**src/source/irq_pkg.sv**
```systemverilog
// Interrupt numbering, implemented line mask, priority order and the
// arbitration structs shared by the interrupt controller stages

package irq_pkg;

  // ----------------------------------------------------------------------
  // Interrupt numbering
  // ----------------------------------------------------------------------

  // One line per machine-mode interrupt source
  localparam int unsigned NUM_IRQ  = 32;
  // Enough bits to name any of the 32 lines
  localparam int unsigned IRQ_ID_W = 5;

  // Implemented lines: 31..16 platform, 11 external, 7 timer, 3 software
  localparam logic [NUM_IRQ-1:0] VALID_IRQ_MASK = 32'hffff_0888;

  // ----------------------------------------------------------------------
  // Priority order
  // ----------------------------------------------------------------------

  // Number of implemented lines taking part in arbitration
  localparam int unsigned NUM_PRIO = 19;

  // Entry 0 is the highest priority, entry NUM_PRIO-1 the lowest
  // Concatenation lists lowest first, so 31 lands on entry 0
  localparam logic [NUM_PRIO-1:0][IRQ_ID_W-1:0] PRIO_ORDER = {
    5'd7,  5'd3,  5'd11,
    5'd16, 5'd17, 5'd18, 5'd19, 5'd20, 5'd21, 5'd22, 5'd23,
    5'd24, 5'd25, 5'd26, 5'd27, 5'd28, 5'd29, 5'd30, 5'd31
  };

  // ----------------------------------------------------------------------
  // Types
  // ----------------------------------------------------------------------

  // One bit per line, used for irq_i, mip and mie
  typedef logic [NUM_IRQ-1:0]  irq_vec_t;
  // Interrupt number as handed to the core
  typedef logic [IRQ_ID_W-1:0] irq_id_t;

  // Enable state owned by the core CSRs
  typedef struct packed {
    irq_vec_t mie;
    logic     mstatus_mie;
  } irq_enable_t;

  // Arbitration result, registered in the arbiter
  typedef struct packed {
    logic    valid;
    irq_id_t id;
  } irq_winner_t;

endpackage : irq_pkg

```
**src/source/pm_pkg.sv**
```systemverilog
// Power management definitions for the WFI sleep controller

package pm_pkg;

  // ----------------------------------------------------------------------
  // Sleep controller states
  // ----------------------------------------------------------------------

  // RUN        core executing
  // WAIT_IDLE  WFI retired, pipeline still draining
  // SLEEP      core_sleep_o asserted
  typedef enum logic [1:0] {
    RUN       = 2'd0,
    WAIT_IDLE = 2'd1,
    SLEEP     = 2'd2
  } sleep_state_e;

  // ----------------------------------------------------------------------
  // Core status
  // ----------------------------------------------------------------------

  // Status bits reported by the core pipeline
  typedef struct packed {
    // Single-cycle pulse when a WFI retires
    logic wfi_retired;
    // No outstanding fetch and LSU not busy
    logic pipe_idle;
  } core_status_t;

endpackage : pm_pkg

```
**src/source/irq_arbiter.sv**
```systemverilog
// Interrupt arbiter: samples irq_i into mip, masks with the enables and
// registers the fixed-priority winner for the delivery stage

module irq_arbiter
  import irq_pkg::*;
(
  input  logic        clk_i,
  input  logic        rst_ni,

  // External interrupt lines
  input  irq_vec_t    irq_i,
  // Core enable state (mie, mstatus.MIE)
  input  irq_enable_t enable_i,

  // CSR read value of mip
  output irq_vec_t    mip_o,
  // Registered winner to delivery
  output irq_winner_t winner_o,
  // Any pending and locally enabled line, for WFI wakeup
  output logic        pend_any_o
);

  // ----------------------------------------------------------------------
  // Signals
  // ----------------------------------------------------------------------

  irq_vec_t    mip_q;
  // mip & mie, regardless of mstatus.MIE
  irq_vec_t    pend_en;
  // Lines that may actually be delivered
  irq_vec_t    pend_deliv;
  irq_winner_t winner_d;
  irq_winner_t winner_q;

  // ----------------------------------------------------------------------
  // Sampling
  // ----------------------------------------------------------------------

  // Reserved lines never reach mip
  always_ff @(posedge clk_i or negedge rst_ni) begin
    if (!rst_ni) begin
      mip_q <= '0;
    end else begin
      mip_q <= irq_i & VALID_IRQ_MASK;
    end
  end

  assign mip_o = mip_q;

  // ----------------------------------------------------------------------
  // Enable masking
  // ----------------------------------------------------------------------

  assign pend_en = mip_q & enable_i.mie;

  // Global enable gates delivery only
  assign pend_deliv = enable_i.mstatus_mie ? pend_en : '0;

  // Wakeup ignores mstatus.MIE
  assign pend_any_o = |pend_en;

  // ----------------------------------------------------------------------
  // Priority selection
  // ----------------------------------------------------------------------

  // Walk from lowest to highest priority
  // the last hit overwrites, so the highest pending line wins
  always_comb begin
    winner_d = '0;
    for (int i = NUM_PRIO - 1; i >= 0; i--) begin
      if (pend_deliv[PRIO_ORDER[i]]) begin
        winner_d.valid = 1'b1;
        winner_d.id    = PRIO_ORDER[i];
      end
    end
  end

  // Winner register, updated every cycle
  // Delivery decides when to take it
  always_ff @(posedge clk_i or negedge rst_ni) begin
    if (!rst_ni) begin
      winner_q <= '0;
    end else begin
      winner_q <= winner_d;
    end
  end

  assign winner_o = winner_q;

endmodule : irq_arbiter

```
**src/source/irq_delivery.sv**
```systemverilog
// Interrupt delivery: presents the winning id to the core over a
// four-phase req/ack handshake

module irq_delivery
  import irq_pkg::*;
(
  input  logic        clk_i,
  input  logic        rst_ni,

  // Registered winner from the arbiter
  input  irq_winner_t winner_i,

  // Core side of the handshake
  input  logic        irq_ack_i,
  output logic        irq_req_o,
  output irq_id_t     irq_id_o
);

  // ----------------------------------------------------------------------
  // Handshake FSM
  // ----------------------------------------------------------------------

  // IDLE          no request, waiting for a valid winner
  // REQ           irq_req_o high, id held, waiting for ack
  // WAIT_ACK_LOW  request dropped, waiting for the core to drop ack
  typedef enum logic [1:0] {
    IDLE         = 2'd0,
    REQ          = 2'd1,
    WAIT_ACK_LOW = 2'd2
  } dlv_state_e;

  dlv_state_e state_q;
  dlv_state_e state_d;
  irq_id_t    id_q;
  logic       take_winner;

  // New request only from IDLE with ack already low
  // Winners arriving mid-handshake are dropped, not queued
  assign take_winner = (state_q == IDLE) && winner_i.valid && !irq_ack_i;

  always_comb begin
    state_d = state_q;
    case (state_q)
      IDLE: begin
        if (take_winner) begin
          state_d = REQ;
        end
      end
      REQ: begin
        // Drop request on the edge after ack is seen
        if (irq_ack_i) begin
          state_d = WAIT_ACK_LOW;
        end
      end
      WAIT_ACK_LOW: begin
        if (!irq_ack_i) begin
          state_d = IDLE;
        end
      end
      default: state_d = IDLE;
    endcase
  end

  always_ff @(posedge clk_i or negedge rst_ni) begin
    if (!rst_ni) begin
      state_q <= IDLE;
    end else begin
      state_q <= state_d;
    end
  end

  // Id captured as the request rises, stable until it falls
  always_ff @(posedge clk_i or negedge rst_ni) begin
    if (!rst_ni) begin
      id_q <= '0;
    end else if (take_winner) begin
      id_q <= winner_i.id;
    end
  end

  assign irq_req_o = (state_q == REQ);
  assign irq_id_o  = id_q;

endmodule : irq_delivery

```
**src/source/wfi_sleep_ctrl.sv**
```systemverilog
// WFI sleep controller: waits for the pipeline to drain after a WFI,
// asserts core_sleep_o and wakes on any pending enabled interrupt

module wfi_sleep_ctrl
  import pm_pkg::*;
(
  input  logic         clk_i,
  input  logic         rst_ni,

  // WFI retire pulse and pipeline idle from the core
  input  core_status_t status_i,
  // mip & mie, independent of mstatus.MIE
  input  logic         pend_any_i,

  output logic         core_sleep_o
);

  // ----------------------------------------------------------------------
  // Sleep FSM
  // ----------------------------------------------------------------------

  sleep_state_e state_q;
  sleep_state_e state_d;

  always_comb begin
    state_d = state_q;
    case (state_q)
      RUN: begin
        // One-cycle pulse from the core on WFI retirement
        if (status_i.wfi_retired) begin
          state_d = WAIT_IDLE;
        end
      end
      WAIT_IDLE: begin
        // Wake wins over going to sleep
        if (pend_any_i) begin
          state_d = RUN;
        end else if (status_i.pipe_idle) begin
          state_d = SLEEP;
        end
      end
      SLEEP: begin
        if (pend_any_i) begin
          state_d = RUN;
        end
      end
      default: state_d = RUN;
    endcase
  end

  always_ff @(posedge clk_i or negedge rst_ni) begin
    if (!rst_ni) begin
      state_q <= RUN;
    end else begin
      state_q <= state_d;
    end
  end

  // ----------------------------------------------------------------------
  // Output decode
  // ----------------------------------------------------------------------

  // Straight from the state register, no combinational path from inputs
  assign core_sleep_o = (state_q == SLEEP);

endmodule : wfi_sleep_ctrl

```
**src/source/irq_ctrl_top.sv**
```systemverilog
// Machine-mode interrupt controller top: arbiter, delivery handshake and
// WFI sleep controller

module irq_ctrl_top
  import irq_pkg::*;
  import pm_pkg::*;
(
  input  logic         clk_i,
  input  logic         rst_ni,

  // External interrupt lines
  input  irq_vec_t     irq_i,
  // Core enable state
  input  irq_enable_t  enable_i,
  // Core handshake ack
  input  logic         irq_ack_i,
  // Core pipeline status
  input  core_status_t status_i,

  // CSR read value
  output irq_vec_t     mip_o,
  // Delivery handshake
  output logic         irq_req_o,
  output irq_id_t      irq_id_o,
  // Sleep indication
  output logic         core_sleep_o
);

  // Arbiter to delivery
  irq_winner_t winner;
  // Arbiter to sleep controller
  logic        pend_any;

  // Stage 1, sampling and arbitration
  irq_arbiter u_irq_arbiter (
    .clk_i      (clk_i),
    .rst_ni     (rst_ni),
    .irq_i      (irq_i),
    .enable_i   (enable_i),
    .mip_o      (mip_o),
    .winner_o   (winner),
    .pend_any_o (pend_any)
  );

  // Stage 2, four-phase delivery
  irq_delivery u_irq_delivery (
    .clk_i     (clk_i),
    .rst_ni    (rst_ni),
    .winner_i  (winner),
    .irq_ack_i (irq_ack_i),
    .irq_req_o (irq_req_o),
    .irq_id_o  (irq_id_o)
  );

  // Sleep control beside the pipeline
  wfi_sleep_ctrl u_wfi_sleep_ctrl (
    .clk_i        (clk_i),
    .rst_ni       (rst_ni),
    .status_i     (status_i),
    .pend_any_i   (pend_any),
    .core_sleep_o (core_sleep_o)
  );

endmodule : irq_ctrl_top

```
**config.mk**
```make
export PLATFORM = sky130hd
export DESIGN_NAME = irq_ctrl_top
export DESIGN_NICKNAME = d
export VERILOG_FILES = /design/src/source/irq_pkg.sv /design/src/source/pm_pkg.sv /design/src/source/irq_arbiter.sv /design/src/source/irq_delivery.sv /design/src/source/wfi_sleep_ctrl.sv /design/src/source/irq_ctrl_top.sv
export SDC_FILE = /design/constraint.sdc
export NUM_CORES = 1
export LEC_CHECK = 0
export CORE_MARGIN = 2
export CORE_UTILIZATION = 55
export CTS_BUF_LIST = sky130_fd_sc_hd__clkbuf_2 sky130_fd_sc_hd__clkbuf_4 sky130_fd_sc_hd__clkbuf_8
export CTS_CLUSTER_DIAMETER = 50
export CTS_CLUSTER_SIZE = 14
export DETAILED_ROUTE_END_ITERATION = 10
export DONT_BUFFER_PORTS = 1
export HOLD_SLACK_MARGIN = 0.08
export PLACE_DENSITY = 0.76
export SYNTH_ARGS = -nofsm -noshare
export SYNTH_HDL_FRONTEND = slang
export SYNTH_HIERARCHICAL = 1
export SYNTH_SLANG_ARGS = --single-unit
```
**constraint.sdc**
```tcl
create_clock -name clk_i -period 2.1 [get_ports clk_i]
set_input_delay 0 -clock clk_i [delete_from_list [all_inputs] [get_ports clk_i]]
set_output_delay 0 -clock clk_i [all_outputs]
set_load 0.05 [all_outputs]
```
==> results of run 1 <==
## placed cells by master (no fill, tap or decap), types with 2 or more instances in the layout
| cell | n |
|---|---|
| sky130_fd_sc_hd__a21oi_1 | 5 |
| sky130_fd_sc_hd__a22oi_1 | 3 |
| sky130_fd_sc_hd__nand4_1 | 4 |
| sky130_fd_sc_hd__o21ai_1 | 3 |
| sky130_fd_sc_hd__dfrtp_1 | 34 |
| sky130_fd_sc_hd__dlygate4sd3_1 | 46 |
| sky130_fd_sc_hd__inv_1 | 2 |
| sky130_fd_sc_hd__nor2_1 | 3 |
| sky130_fd_sc_hd__a221oi_1 | 2 |
| sky130_fd_sc_hd__clkbuf_4 | 7 |
| sky130_fd_sc_hd__buf_4 | 23 |
| sky130_fd_sc_hd__o21a_1 | 2 |
| sky130_fd_sc_hd__mux2_2 | 5 |
| sky130_fd_sc_hd__a22oi_2 | 4 |
| sky130_fd_sc_hd__a31oi_1 | 3 |
| sky130_fd_sc_hd__and2_1 | 4 |
| sky130_fd_sc_hd__nand2_1 | 15 |
| sky130_fd_sc_hd__conb_1 | 13 |
## worst max-delay path: cells and delay by family (launching register included)
family | cells | cell delay, ns
flops | 1 | 0.40
simple gates | 3 | 0.64
buf+inv | 1 | 0.58
compound gates | 2 | 0.49
## kinds of logic (layout without fill, tap and decap cells)
family / count (synthesis) / after routing / synth area share, %
AO/OA/AOI/OAI: 30 / 30 / 14.7
buffers and inverters: 15 / 79 / 7.34
flip-flops: 34 / 34 / 59.4
multiplexers: 5 / 5 / 3.93
other: 1 / 13 / 0.262
AND/OR/NAND/NOR: 37 / 37 / 14.4
## per-stage QoR
stage               cells  utilization, %  total power [mW]  setup WS, ns
floorplan             134               -              1.09         0.143
global placement      172            63.6              1.12         0.275
detailed placement    172            63.6              1.14         0.230
CTS                   226            85.1              1.56        0.0806
global route          228            87.5              1.69       -0.0972
finish                228            87.5              1.62       -0.0796
## state kept, by name, summed over array words and instances (netlist names)
| signal | cells |
|---|---|
| u_irq_arbiter/mip_o | 19 |
| u_irq_arbiter/winner_o | 6 |
| u_irq_delivery/irq_id_o | 5 |
| u_irq_delivery/state_q | 2 |
| u_wfi_sleep_ctrl/state_q | 2 |
## layout make-up
| class | instances | area [µm²] |
|---|---|---|
| clock buffer | 7 | 52.6 |
| fill | 89 | 310 |
| inverter | 2 | 7.51 |
| multi-input combinational | 85 | 566 |
| sequential | 34 | 851 |
| tap | 30 | 37.5 |
| timing repair buffer | 70 | 653 |
## metal layers
metal  part of all wire (%)  global-route usage (%)
met5                      0                       0
met4                     11                    32.9
met3                     10                    11.8
met2                     49                    65.3
met1                     29                    36.9
## path summary, 6_finish.rpt
kind	cells after the start	to
setup / recovery	6	u_wfi_sleep_ctrl/state_q[1]
hold / removal	2	u_irq_arbiter/winner_o[1]
setup reg to reg	6	u_wfi_sleep_ctrl/state_q[1]
hold reg to reg	1	u_wfi_sleep_ctrl/state_q[0]
max in group asynchronous	2	u_irq_arbiter/mip_o[11]
min in group clk_i	3	u_irq_arbiter/winner_o[1]
## where the power goes
group | switching (mW) | internal (mW) | leakage (nW)
Sequential | 0.142 | 0.712 | 0.407
Clock | 0.202 | 0.152 | 0.0322
Combinational | 0.258 | 0.157 | 0.549
Total | 0.601 | 1.02 | 0.989
## timing repair
action	4_1_cts	5_1_grt
setup endpoints to repair	0	5
endpoints found under the hold margin	68	1
hold buffers	47	1
setup buffers	0	2
gates resized for setup	0	9
==> run summary, run 1 <==
The flow ran to the end, but the final reports show violations. The final reports fail on setup timing. The number of DRC violations after detailed routing is 0. The run gives 3030 µm² as the area of the die.

The clock tree root driver cell is sky130_fd_sc_hd__clkbuf_4. After routing, the total negative slack on setup checks comes to -0.111 ns. Total of flip-flops plus latches after synthesis: 34. The clock reaches the later pin of the worst-skew pair after 0.33 ns.

The logs give 112 for the violation count after the first detailed-routing iteration and 0 for the number of nets with antenna violations after routing. The worst hold slack across all endpoints is 0.109 ns, and the global-route wire length before repair is 7.48 mm. The count of pins over their slew limit is 0.

Between clock sinks in the finished design, the worst skew comes to 0.00343 ns. The finished cells cover 2170 µm². The run gives 1430 µm² as the area of the mapped netlist.

For this configuration, the core starts out at a cell density of 57.8%. The number of enable flip-flop cells after synthesis is 0. For the standard-cell row count, the log shows 18.

The number of buffers created by CTS was 5; the mean area per synthesized cell was 11.7 µm². After clock tree synthesis, the clock-pin slew on the worst setup and hold paths is 0.10 ns. 109 I/O pins were placed.

In the final layout, the share of cells above drive strength 1 is 22.7%. The detailed-router iteration count before antenna repair came out at 5. In the post-synthesis netlist, the biggest area contributors are sky130_fd_sc_hd__dfrtp_1, sky130_fd_sc_hd__buf_4, sky130_fd_sc_hd__mux2_2.

The via count of the first global-routing pass was 1500. The power per standard cell area is 749 nW/µm². Input and output buffers added on the ports amount to 0.

Synthesis produced 122 cells. Ranked by instance count, the synthesized netlist is headed by sky130_fd_sc_hd__dfrtp_1, sky130_fd_sc_hd__nand2_1, sky130_fd_sc_hd__buf_4. The total congestion overflow is 0. Global routing usage summed across all routing layers: 38.2%. For this run, the number of Yosys warnings is 6. Summed over all instances, the cell type with the most area after synthesis is sky130_fd_sc_hd__dfrtp_1. In this run the horizontal extent of the chip is 55.0 µm. In the final routed layout, each cell accounts on average for 25.5 µm.

The repair_antennas step left the layout with diodes totalling 0. The largest fanout on the critical path is 3, and the reported leakage power is 0.989 nW. STA classifies the critical path endpoint as a flip-flop. The setup-violating endpoint count in the final report is 2. The most frequent cell after synthesis was sky130_fd_sc_hd__dfrtp_1.

The maximum single-stage delay on the critical path was 0.58 ns; the number of buffers on the longest clock path was 2. The core region is 2480 µm². After detailed placement, the total cell area comes to 1580 µm².

The post-detailed-route via-to-cell ratio works out to 6.65. Setup repair after global routing could not meet its margin everywhere. The post-route minimum period was 2.18 ns. Across all register-to-register paths, the minimum setup slack is -0.08 ns.

The run gives -0.0796 ns as the final worst setup slack. The area share of the largest cell type after synthesis is 59.4%. The cell type of the slowest stage on the worst timing path is sky130_fd_sc_hd__dlygate4sd3_1. Entering global routing, the biggest net connects 35 pins. At the end of routability-driven placement, the weighted congestion stood at 0.760. The final layout contains routed wiring with a total length of 5.81 mm.

Across the VDD grid, the largest voltage drop is 0.630 mV. For this run, the register share of the synthesized area comes to 59.4%. The logs give 0 for the total count of hold-check failures in the final report and 459 MHz for the maximum frequency from static timing analysis. The origin of the worst setup path was u_irq_arbiter/mip_o[22]. The worst path uses 104% of the clock period. Counting flops with an async set or reset pin after synthesis yields a share of 100%. The category of the worst setup path launch point is a flip-flop.

Yosys mapped the design onto 31 distinct sky130hd cell types. For the count of H-tree levels built during CTS, the log shows 2. Data on the critical path arrives at its endpoint at 2.44 ns. For the via count of the routed design, the log shows 1517. The worst register-to-register path begins at u_irq_arbiter/mip_o[22]. The die is 55.0 µm tall.

Clock tree synthesis found a total of 34 sinks. The worst hold path class was in -> async. The max-capacitance violation count was 0; the initial antenna violation count was 0.

The critical path goes through a22oi_1 -> nand4_1 -> nor3_4 -> nand2_1 -> a21oi_1 -> dlygate4sd3_1. STA puts the critical path data required time at 2.37 ns. TritonCTS built the clock tree.

By startpoint and endpoint, the worst setup path is classified as reg -> reg. The area growth from synthesis to layout was 51.3%. The HPWL after detailed placement is 2.31 mm. In the final design database the tool counted 268 nets.

The top flip-flop cell by instance count after synthesis is sky130_fd_sc_hd__dfrtp_1.
No activity file was read; power rests on OpenSTA's default activity.
==> run 2: changes to the inputs <==
MAX_ROUTING_LAYER = met4   (was default)
==> run summary, run 2 (synthesized netlist as in run 1, its figures left out) <==
The count of buffer and inverter cells on the critical path came out at 1. The floorplan step defined a die boundary enclosing 3030 µm². After layout, the minimum clock period comes to 2.28 ns. The critical path in this run is classified as reg -> reg. The tree built by TritonCTS fans out to 34 sinks. For this design the static power due to leakage is 0.981 nW. For the detailed placement HPWL, the log shows 2.31 mm. Entering global routing, the biggest net connects 35 pins. In this run the worst hold path is classified as in -> async. Leaving out fill and tap cells, the most frequent cell in the layout is sky130_fd_sc_hd__dlygate4sd3_1. Setup violations remaining at the end of the flow were counted as 3.

After the last flow step, the layout net total stands at 268. The share of total power dissipated in the clock network is 22.4%. The initial antenna violation count was 0. The finished layout holds 228 standard cells, fillers aside.

The floorplan core area is 2480 µm². In the routed design, unresolved DRC markers number 0. From left edge to right edge, the die measures 55.0 µm. TritonCTS built the clock tree. Following the worst setup path forward leads to its endpoint at u_wfi_sleep_ctrl/state_q[1]. The clock tree root driver cell was sky130_fd_sc_hd__clkbuf_4. The run gives 0 as the total count of hold-check failures in the final report.

After detailed placement, the design holds a cell count of 172. The internal power summed over all cells is 1.02 mW, and the count of pins over their slew limit is 0. The clock transition at the register clock pins on the worst setup and hold paths after CTS works out to 0.10 ns. The tightest hold path in the finished design has a slack of 0.0978 ns.

The detailed-router iteration count before antenna repair came out at 5. The worst register-to-register path begins at u_irq_arbiter/mip_o[17]. The final worst-path cycle share was 108%. The tools report the worst flop-to-flop path endpoint as u_wfi_sleep_ctrl/state_q[1].

Area growth from synthesis to layout: 50.8%. The area taken by flip-flops and latches was 851 µm². The tools report the net load switching power as 0.609 mW.

For the number of antenna diodes, the log shows 0. The clock tree synthesis step divided the H-tree into 2 levels. Counting buffers and inverters, the worst setup path is 6 cells deep.

Summing over every cut layer, the via total after detailed routing is 1522. The count of nets left with antenna violations once routing finished came out at 0. The largest fanout on the critical path works out to 3. The post-detailed-route via-to-cell ratio was 6.68. Element type at the critical path end: a flip-flop. Clock skew on the completed layout was measured at 0.0111 ns.

Wires add up to 5.82 mm. Category of the worst setup path launch point: a flip-flop. The signal on the critical path passes through a22oi_2 -> nand4_1 -> nor3_2 -> nand2_1 -> a21oi_1 -> dlygate4sd3_1. Counting along the longest clock path gives a buffer depth of 2. The tools report the clock latency at the later pin of the worst-skew pair as 0.34 ns. For this configuration, the core starts out at a cell density of 57.8%. For the number of buffers created by CTS, the log shows 5.

The logs give 2.54 ns for the data arrival time at the worst-slack endpoint and 25.2% for the proportion of power drawn by combinational gates. The register with the most flip-flops in the layout has 19 of them. The cell family contributing the most delay on the critical path is simple AND/OR/NAND/NOR gates. The average wire length per cell after detail routing is 25.5 µm. Summing all multi-input logic gate instances after layout gives 559 µm². On the worst path, the slowest cell contributes a delay of 0.59 ns. From bottom edge to top edge, the die measures 55.0 µm.

Global routing used 39.1% of the available tracks. The run gives 52.5% as the fraction of power consumed by sequential logic. The switching part of the total came out at 37.4%. In this run the core area contains 18 standard-cell rows.

The top cell types in the final layout, fill and taps aside, are sky130_fd_sc_hd__dlygate4sd3_1, sky130_fd_sc_hd__dfrtp_1, sky130_fd_sc_hd__buf_4. The run gives 0.720 mV as the maximum vdd drop. The final reports fail on setup timing.

Buffers placed on the I/O ports in this run total 0. Total congestion overflow: 0. Overall power consumption after layout is estimated at 1.63 mW.

Of the cells placed in the final design, the portion with a size suffix greater than 1 is 22.7%. The run gives 0.770 as the weighted congestion reported at the end of routability-driven placement. The via count of the first global-routing pass was 1511. The first global-routing pass estimated 7.47 mm of wire. Pin placement for this block handled 109 I/O pins.

The tools report the data required time of the critical path as 2.36 ns. The run gives -0.177 ns as the final worst setup slack. The run finished, with violations left. Power spread over the standard cell area amounts to 754 nW/µm². The largest individual stage delay along the critical path comes from the cell sky130_fd_sc_hd__dlygate4sd3_1.

Across all register-to-register paths, the minimum setup slack is -0.18 ns. The tool flagged a number of max-cap violations equal to 0. Counting cells, the worst reg-to-reg path comes to 6.

The tools report the violation count after the first detailed-routing iteration as 94. Derived from the worst setup path, the maximum achievable clock frequency is 439 MHz. The filler cells instantiated in the layout total 93. The critical path starts at u_irq_arbiter/mip_o[17].
run 2: changes by cell type in the layout (fill, tap and decap cells not counted):
| cell | previous run | this run |
|---|---|---|
| sky130_fd_sc_hd__nand3_1 | 1 | 2 |
| sky130_fd_sc_hd__nor3_2 | 0 | 1 |
| sky130_fd_sc_hd__nand3_2 | 1 | 0 |
| sky130_fd_sc_hd__a22oi_2 | 4 | 5 |
| sky130_fd_sc_hd__nor3_4 | 1 | 0 |
| sky130_fd_sc_hd__a22oi_1 | 3 | 2 |
run 2: what timing repair did:
item	4_1_cts	5_1_grt
setup buffers	0	2
resized for setup	0	8
hold buffers	47	1
hold endpoints to repair	68	1
setup endpoints to repair	0	5
run 2: how the worst min path moves through the flow:
| stage | start | endpoint | slack, ns |
|---|---|---|---|
| after floorplan | rst_ni | u_irq_arbiter/mip_o[11] | -0.30 |
| after global placement | rst_ni | u_irq_delivery/irq_id_o[1] | -0.29 |
| after detailed placement | rst_ni | u_irq_delivery/irq_id_o[0] | -0.29 |
| after CTS | enable_i[27] | u_irq_arbiter/winner_o[0] | 0.08 |
| after global routing | enable_i[22] | u_irq_arbiter/winner_o[1] | 0.10 |
| final | rst_ni | u_irq_arbiter/mip_o[16] | 0.1 |
run 2: metal layers:
layer | global-route usage [%] | part of all wire (%) | up-vias | wire length, µm
met3 | 11.3 | 13 | 75 | 734
li1 | - | - | 570 | -
met5 | - | 0 | - | 0
met4 | 35.0 | 11 | 0 | 629
met1 | 36.9 | 29 | 686 | 1670
met2 | 64.3 | 48 | 191 | 2790
run 2: final cells by class:
type                            count  area share [%]
Inverter                            2           0.347
Clock buffer                        7            2.43
Timing Repair Buffer               70            30.2
Multi-Input combinational cell     85            25.9
Sequential cell                    34            39.4
Tap cell                           30            1.74
run 2: stage by stage:
stage | TNS [ns] | instance area [µm²] | worst slack (ns) | utilization, %
finish | -0.219 | 2160 | -0.177 | 87.2
global route | -0.250 | 2160 | -0.168 | 87.2
CTS | 0 | 2110 | 0.0806 | 85.1
detailed placement | 0 | 1580 | 0.230 | 63.6
global placement | 0 | 1580 | 0.275 | 63.6
floorplan | 0 | 1480 | 0.143 | -
run 2: power groups by stage:
stage	logic, mW	registers [mW]	clock network, mW
finish	0.411	0.855	0.364
global route	0.428	0.863	0.391
CTS	0.366	0.849	0.345
detailed placement	0.273	0.863	0
global placement	0.266	0.857	0
floorplan	0.164	0.923	0
==> run 3: changes to the inputs <==
REMOVE_ABC_BUFFERS = 1   (was default)
SLEW_MARGIN = 20   (was default)
==> run summary, run 3 (synthesized netlist as in run 1, its figures left out) <==
TritonCTS built the clock tree. In this run the worst setup path begins at u_irq_arbiter/mip_o[19]. The tools report the startpoint of the worst register-to-register path as u_irq_arbiter/mip_o[19].

The clock tree root driver cell is sky130_fd_sc_hd__clkbuf_4. The flow ran to the end, and the final reports show no timing, DRC or antenna violations. Setup violations remaining at the end of the flow were counted as 0. The worst hold path class was in -> async. The start-to-end type of the worst setup path is reg -> reg. Across the run, the number of max-cap violations was 0. The die covers 3030 µm². 109 I/O pins were placed. Measured along the y axis, the die boundary spans 55.0 µm.

The floorplan core area is 2480 µm², and the data arrival time at the worst-slack endpoint is 2.31 ns. From synthesis to final layout, the design area changed by 49.3%. The horizontal die dimension is 55.0 µm. For met3 alone, demand over resource in global routing was 9.68%.

The global-route wire length before repair came out at 6.44 mm. The register with the most flip-flops in the layout has 19 of them. For the via count of the first global-routing pass, the log shows 1366.

At the end of routability-driven placement, the weighted congestion stood at 0.775. After the first detailed-routing iteration, the DRC count stood at 105. The tools report the number of antenna diodes as 0. The clock transition at the register clock pins on the worst setup and hold paths after CTS came out at 0.11 ns.

Of all nets on the critical path, the largest fanout is 3. The floorplan has 18 rows. Entering global routing, the biggest net connects 35 pins. The number of nets in the finished design was 266. In the routed design, unresolved DRC markers number 0. The clock passes through at most 2 buffers. The wire-length estimate of the detail-placed layout is 2.25 mm. Highest-utilization routing layer at the global route stage: met2. Once detail routing completed, the nets flagged for antenna violations numbered 0. The run gives 2 as the count of H-tree levels built during CTS. The starting density of the core was 57.8%; the met2 global-route usage was 54.8%. The category of the worst setup path launch point is a flip-flop. Dividing the detail-routed wire length by the instance count gives 20.7 µm. The leading cell type in the layout, fill and taps excluded was sky130_fd_sc_hd__dlygate4sd3_1. Dividing total power by cell area gives a power density of 764 nW/µm².

The logs give 34 for the number of sinks handled by clock tree synthesis and 1.63 mW for the total power after layout. The detailed-router iteration count before antenna repair is 5, and the met1 routing resource usage after global routing is 34.3%. After detailed routing, the number of vias per cell comes to 6.11.

Initial antenna violation count: 0. IR analysis of the VDD net gives a maximum drop of 0.899 mV. The final critical path takes up 96.3% of the cycle.

The tools report the sum of routed wire length over all layers as 4.70 mm. The routed layout has 1387 vias. In this run the static leakage power is 0.976 nW.

The number of buffers created by CTS is 5, and the count of pins over their slew limit is 0. Buffers placed on the I/O ports in this run total 0. Clock latency at the later pin of the worst-skew pair: 0.34 ns. The clock arrives with 0.0222 ns of skew.

STA classifies the critical path endpoint as a flip-flop. Leaving out fill and tap cells, the most frequent cells in the layout are sky130_fd_sc_hd__dlygate4sd3_1, sky130_fd_sc_hd__dfrtp_1, sky130_fd_sc_hd__buf_4. The run gives 2.39 ns as the data required time of the critical path. The post-route netlist has 22.3% of its cells at a drive strength greater than 1.

At the end of the flow the core is filled with cells to 86.4%. The maximum frequency from static timing analysis is 494 MHz. For this run the aggregate overflow at the end of global routing stands at 0. Total count of hold-check failures in the final report: 0.

The post-route minimum period is 2.02 ns. Across every metal layer, demand over resource in global routing totals 32.7%.
[run 3: final cells by class]
cell class	count	area, µm²
flip-flops and latches	34	851
repair buffers	68	633
multi-input cells	85	547
fillers	103	338
clock buffers	7	58.8
well taps	30	37.5
inverters	2	7.51
clock inverters	1	5.00
[run 3: worst paths after layout]
check	slack [ns]	endpoint	cells after the start
max	0.08	u_wfi_sleep_ctrl/state_q[1]	6
min	0.10	u_irq_arbiter/mip_o[18]	2
max reg2reg	0.08	u_wfi_sleep_ctrl/state_q[1]	6
min reg2reg	0.49	u_wfi_sleep_ctrl/state_q[0]	1
max in group asynchronous	1.81	u_irq_delivery/irq_id_o[4]	2
min in group clk_i	0.12	u_irq_arbiter/winner_o[2]	4
[run 3: layer usage]
metal | routed length (µm) | share of wire (%)
met3 | 578 | 12
met4 | 222 | 4.7
met5 | 0 | 0
met2 | 2370 | 51
met1 | 1520 | 32
[run 3: critical path, cell delays in order, from the launching register on]
cell,delay [ns]
sky130_fd_sc_hd__dfrtp_1,0.41
sky130_fd_sc_hd__a22oi_2,0.28
sky130_fd_sc_hd__nand4_1,0.19
sky130_fd_sc_hd__nor3_2,0.26
sky130_fd_sc_hd__nand2_1,0.13
sky130_fd_sc_hd__a21oi_1,0.13
sky130_fd_sc_hd__dlygate4sd3_1,0.56
[run 3: per-stage QoR]
step,instances,hold slack [ns],instance area [µm²],setup WS [ns],TNS [ns]
after floorplan,121,-0.296,1380,0.143,0
after global placement,171,-0.295,1570,0.251,0
after detailed placement,171,-0.295,1570,0.197,0
after CTS,224,0.0805,2090,0.0666,0
after global routing,227,0.114,2140,-0.0193,-0.0193
final,227,0.101,2140,0.0776,0
[run 3: report_power, final]
part	leakage (nW)	total, mW	internal [mW]	switching [mW]
Sequential	0.407	0.851	0.712	0.139
Combinational	0.530	0.389	0.151	0.239
Clock	0.0387	0.393	0.175	0.218
[run 3: repair_timing]
item | CTS | global route
resized for setup | 0 | 5
hold buffers | 45 | 0
setup buffers | 0 | 3
hold endpoints to repair | 68 | 0
setup endpoints to repair | 0 | 4
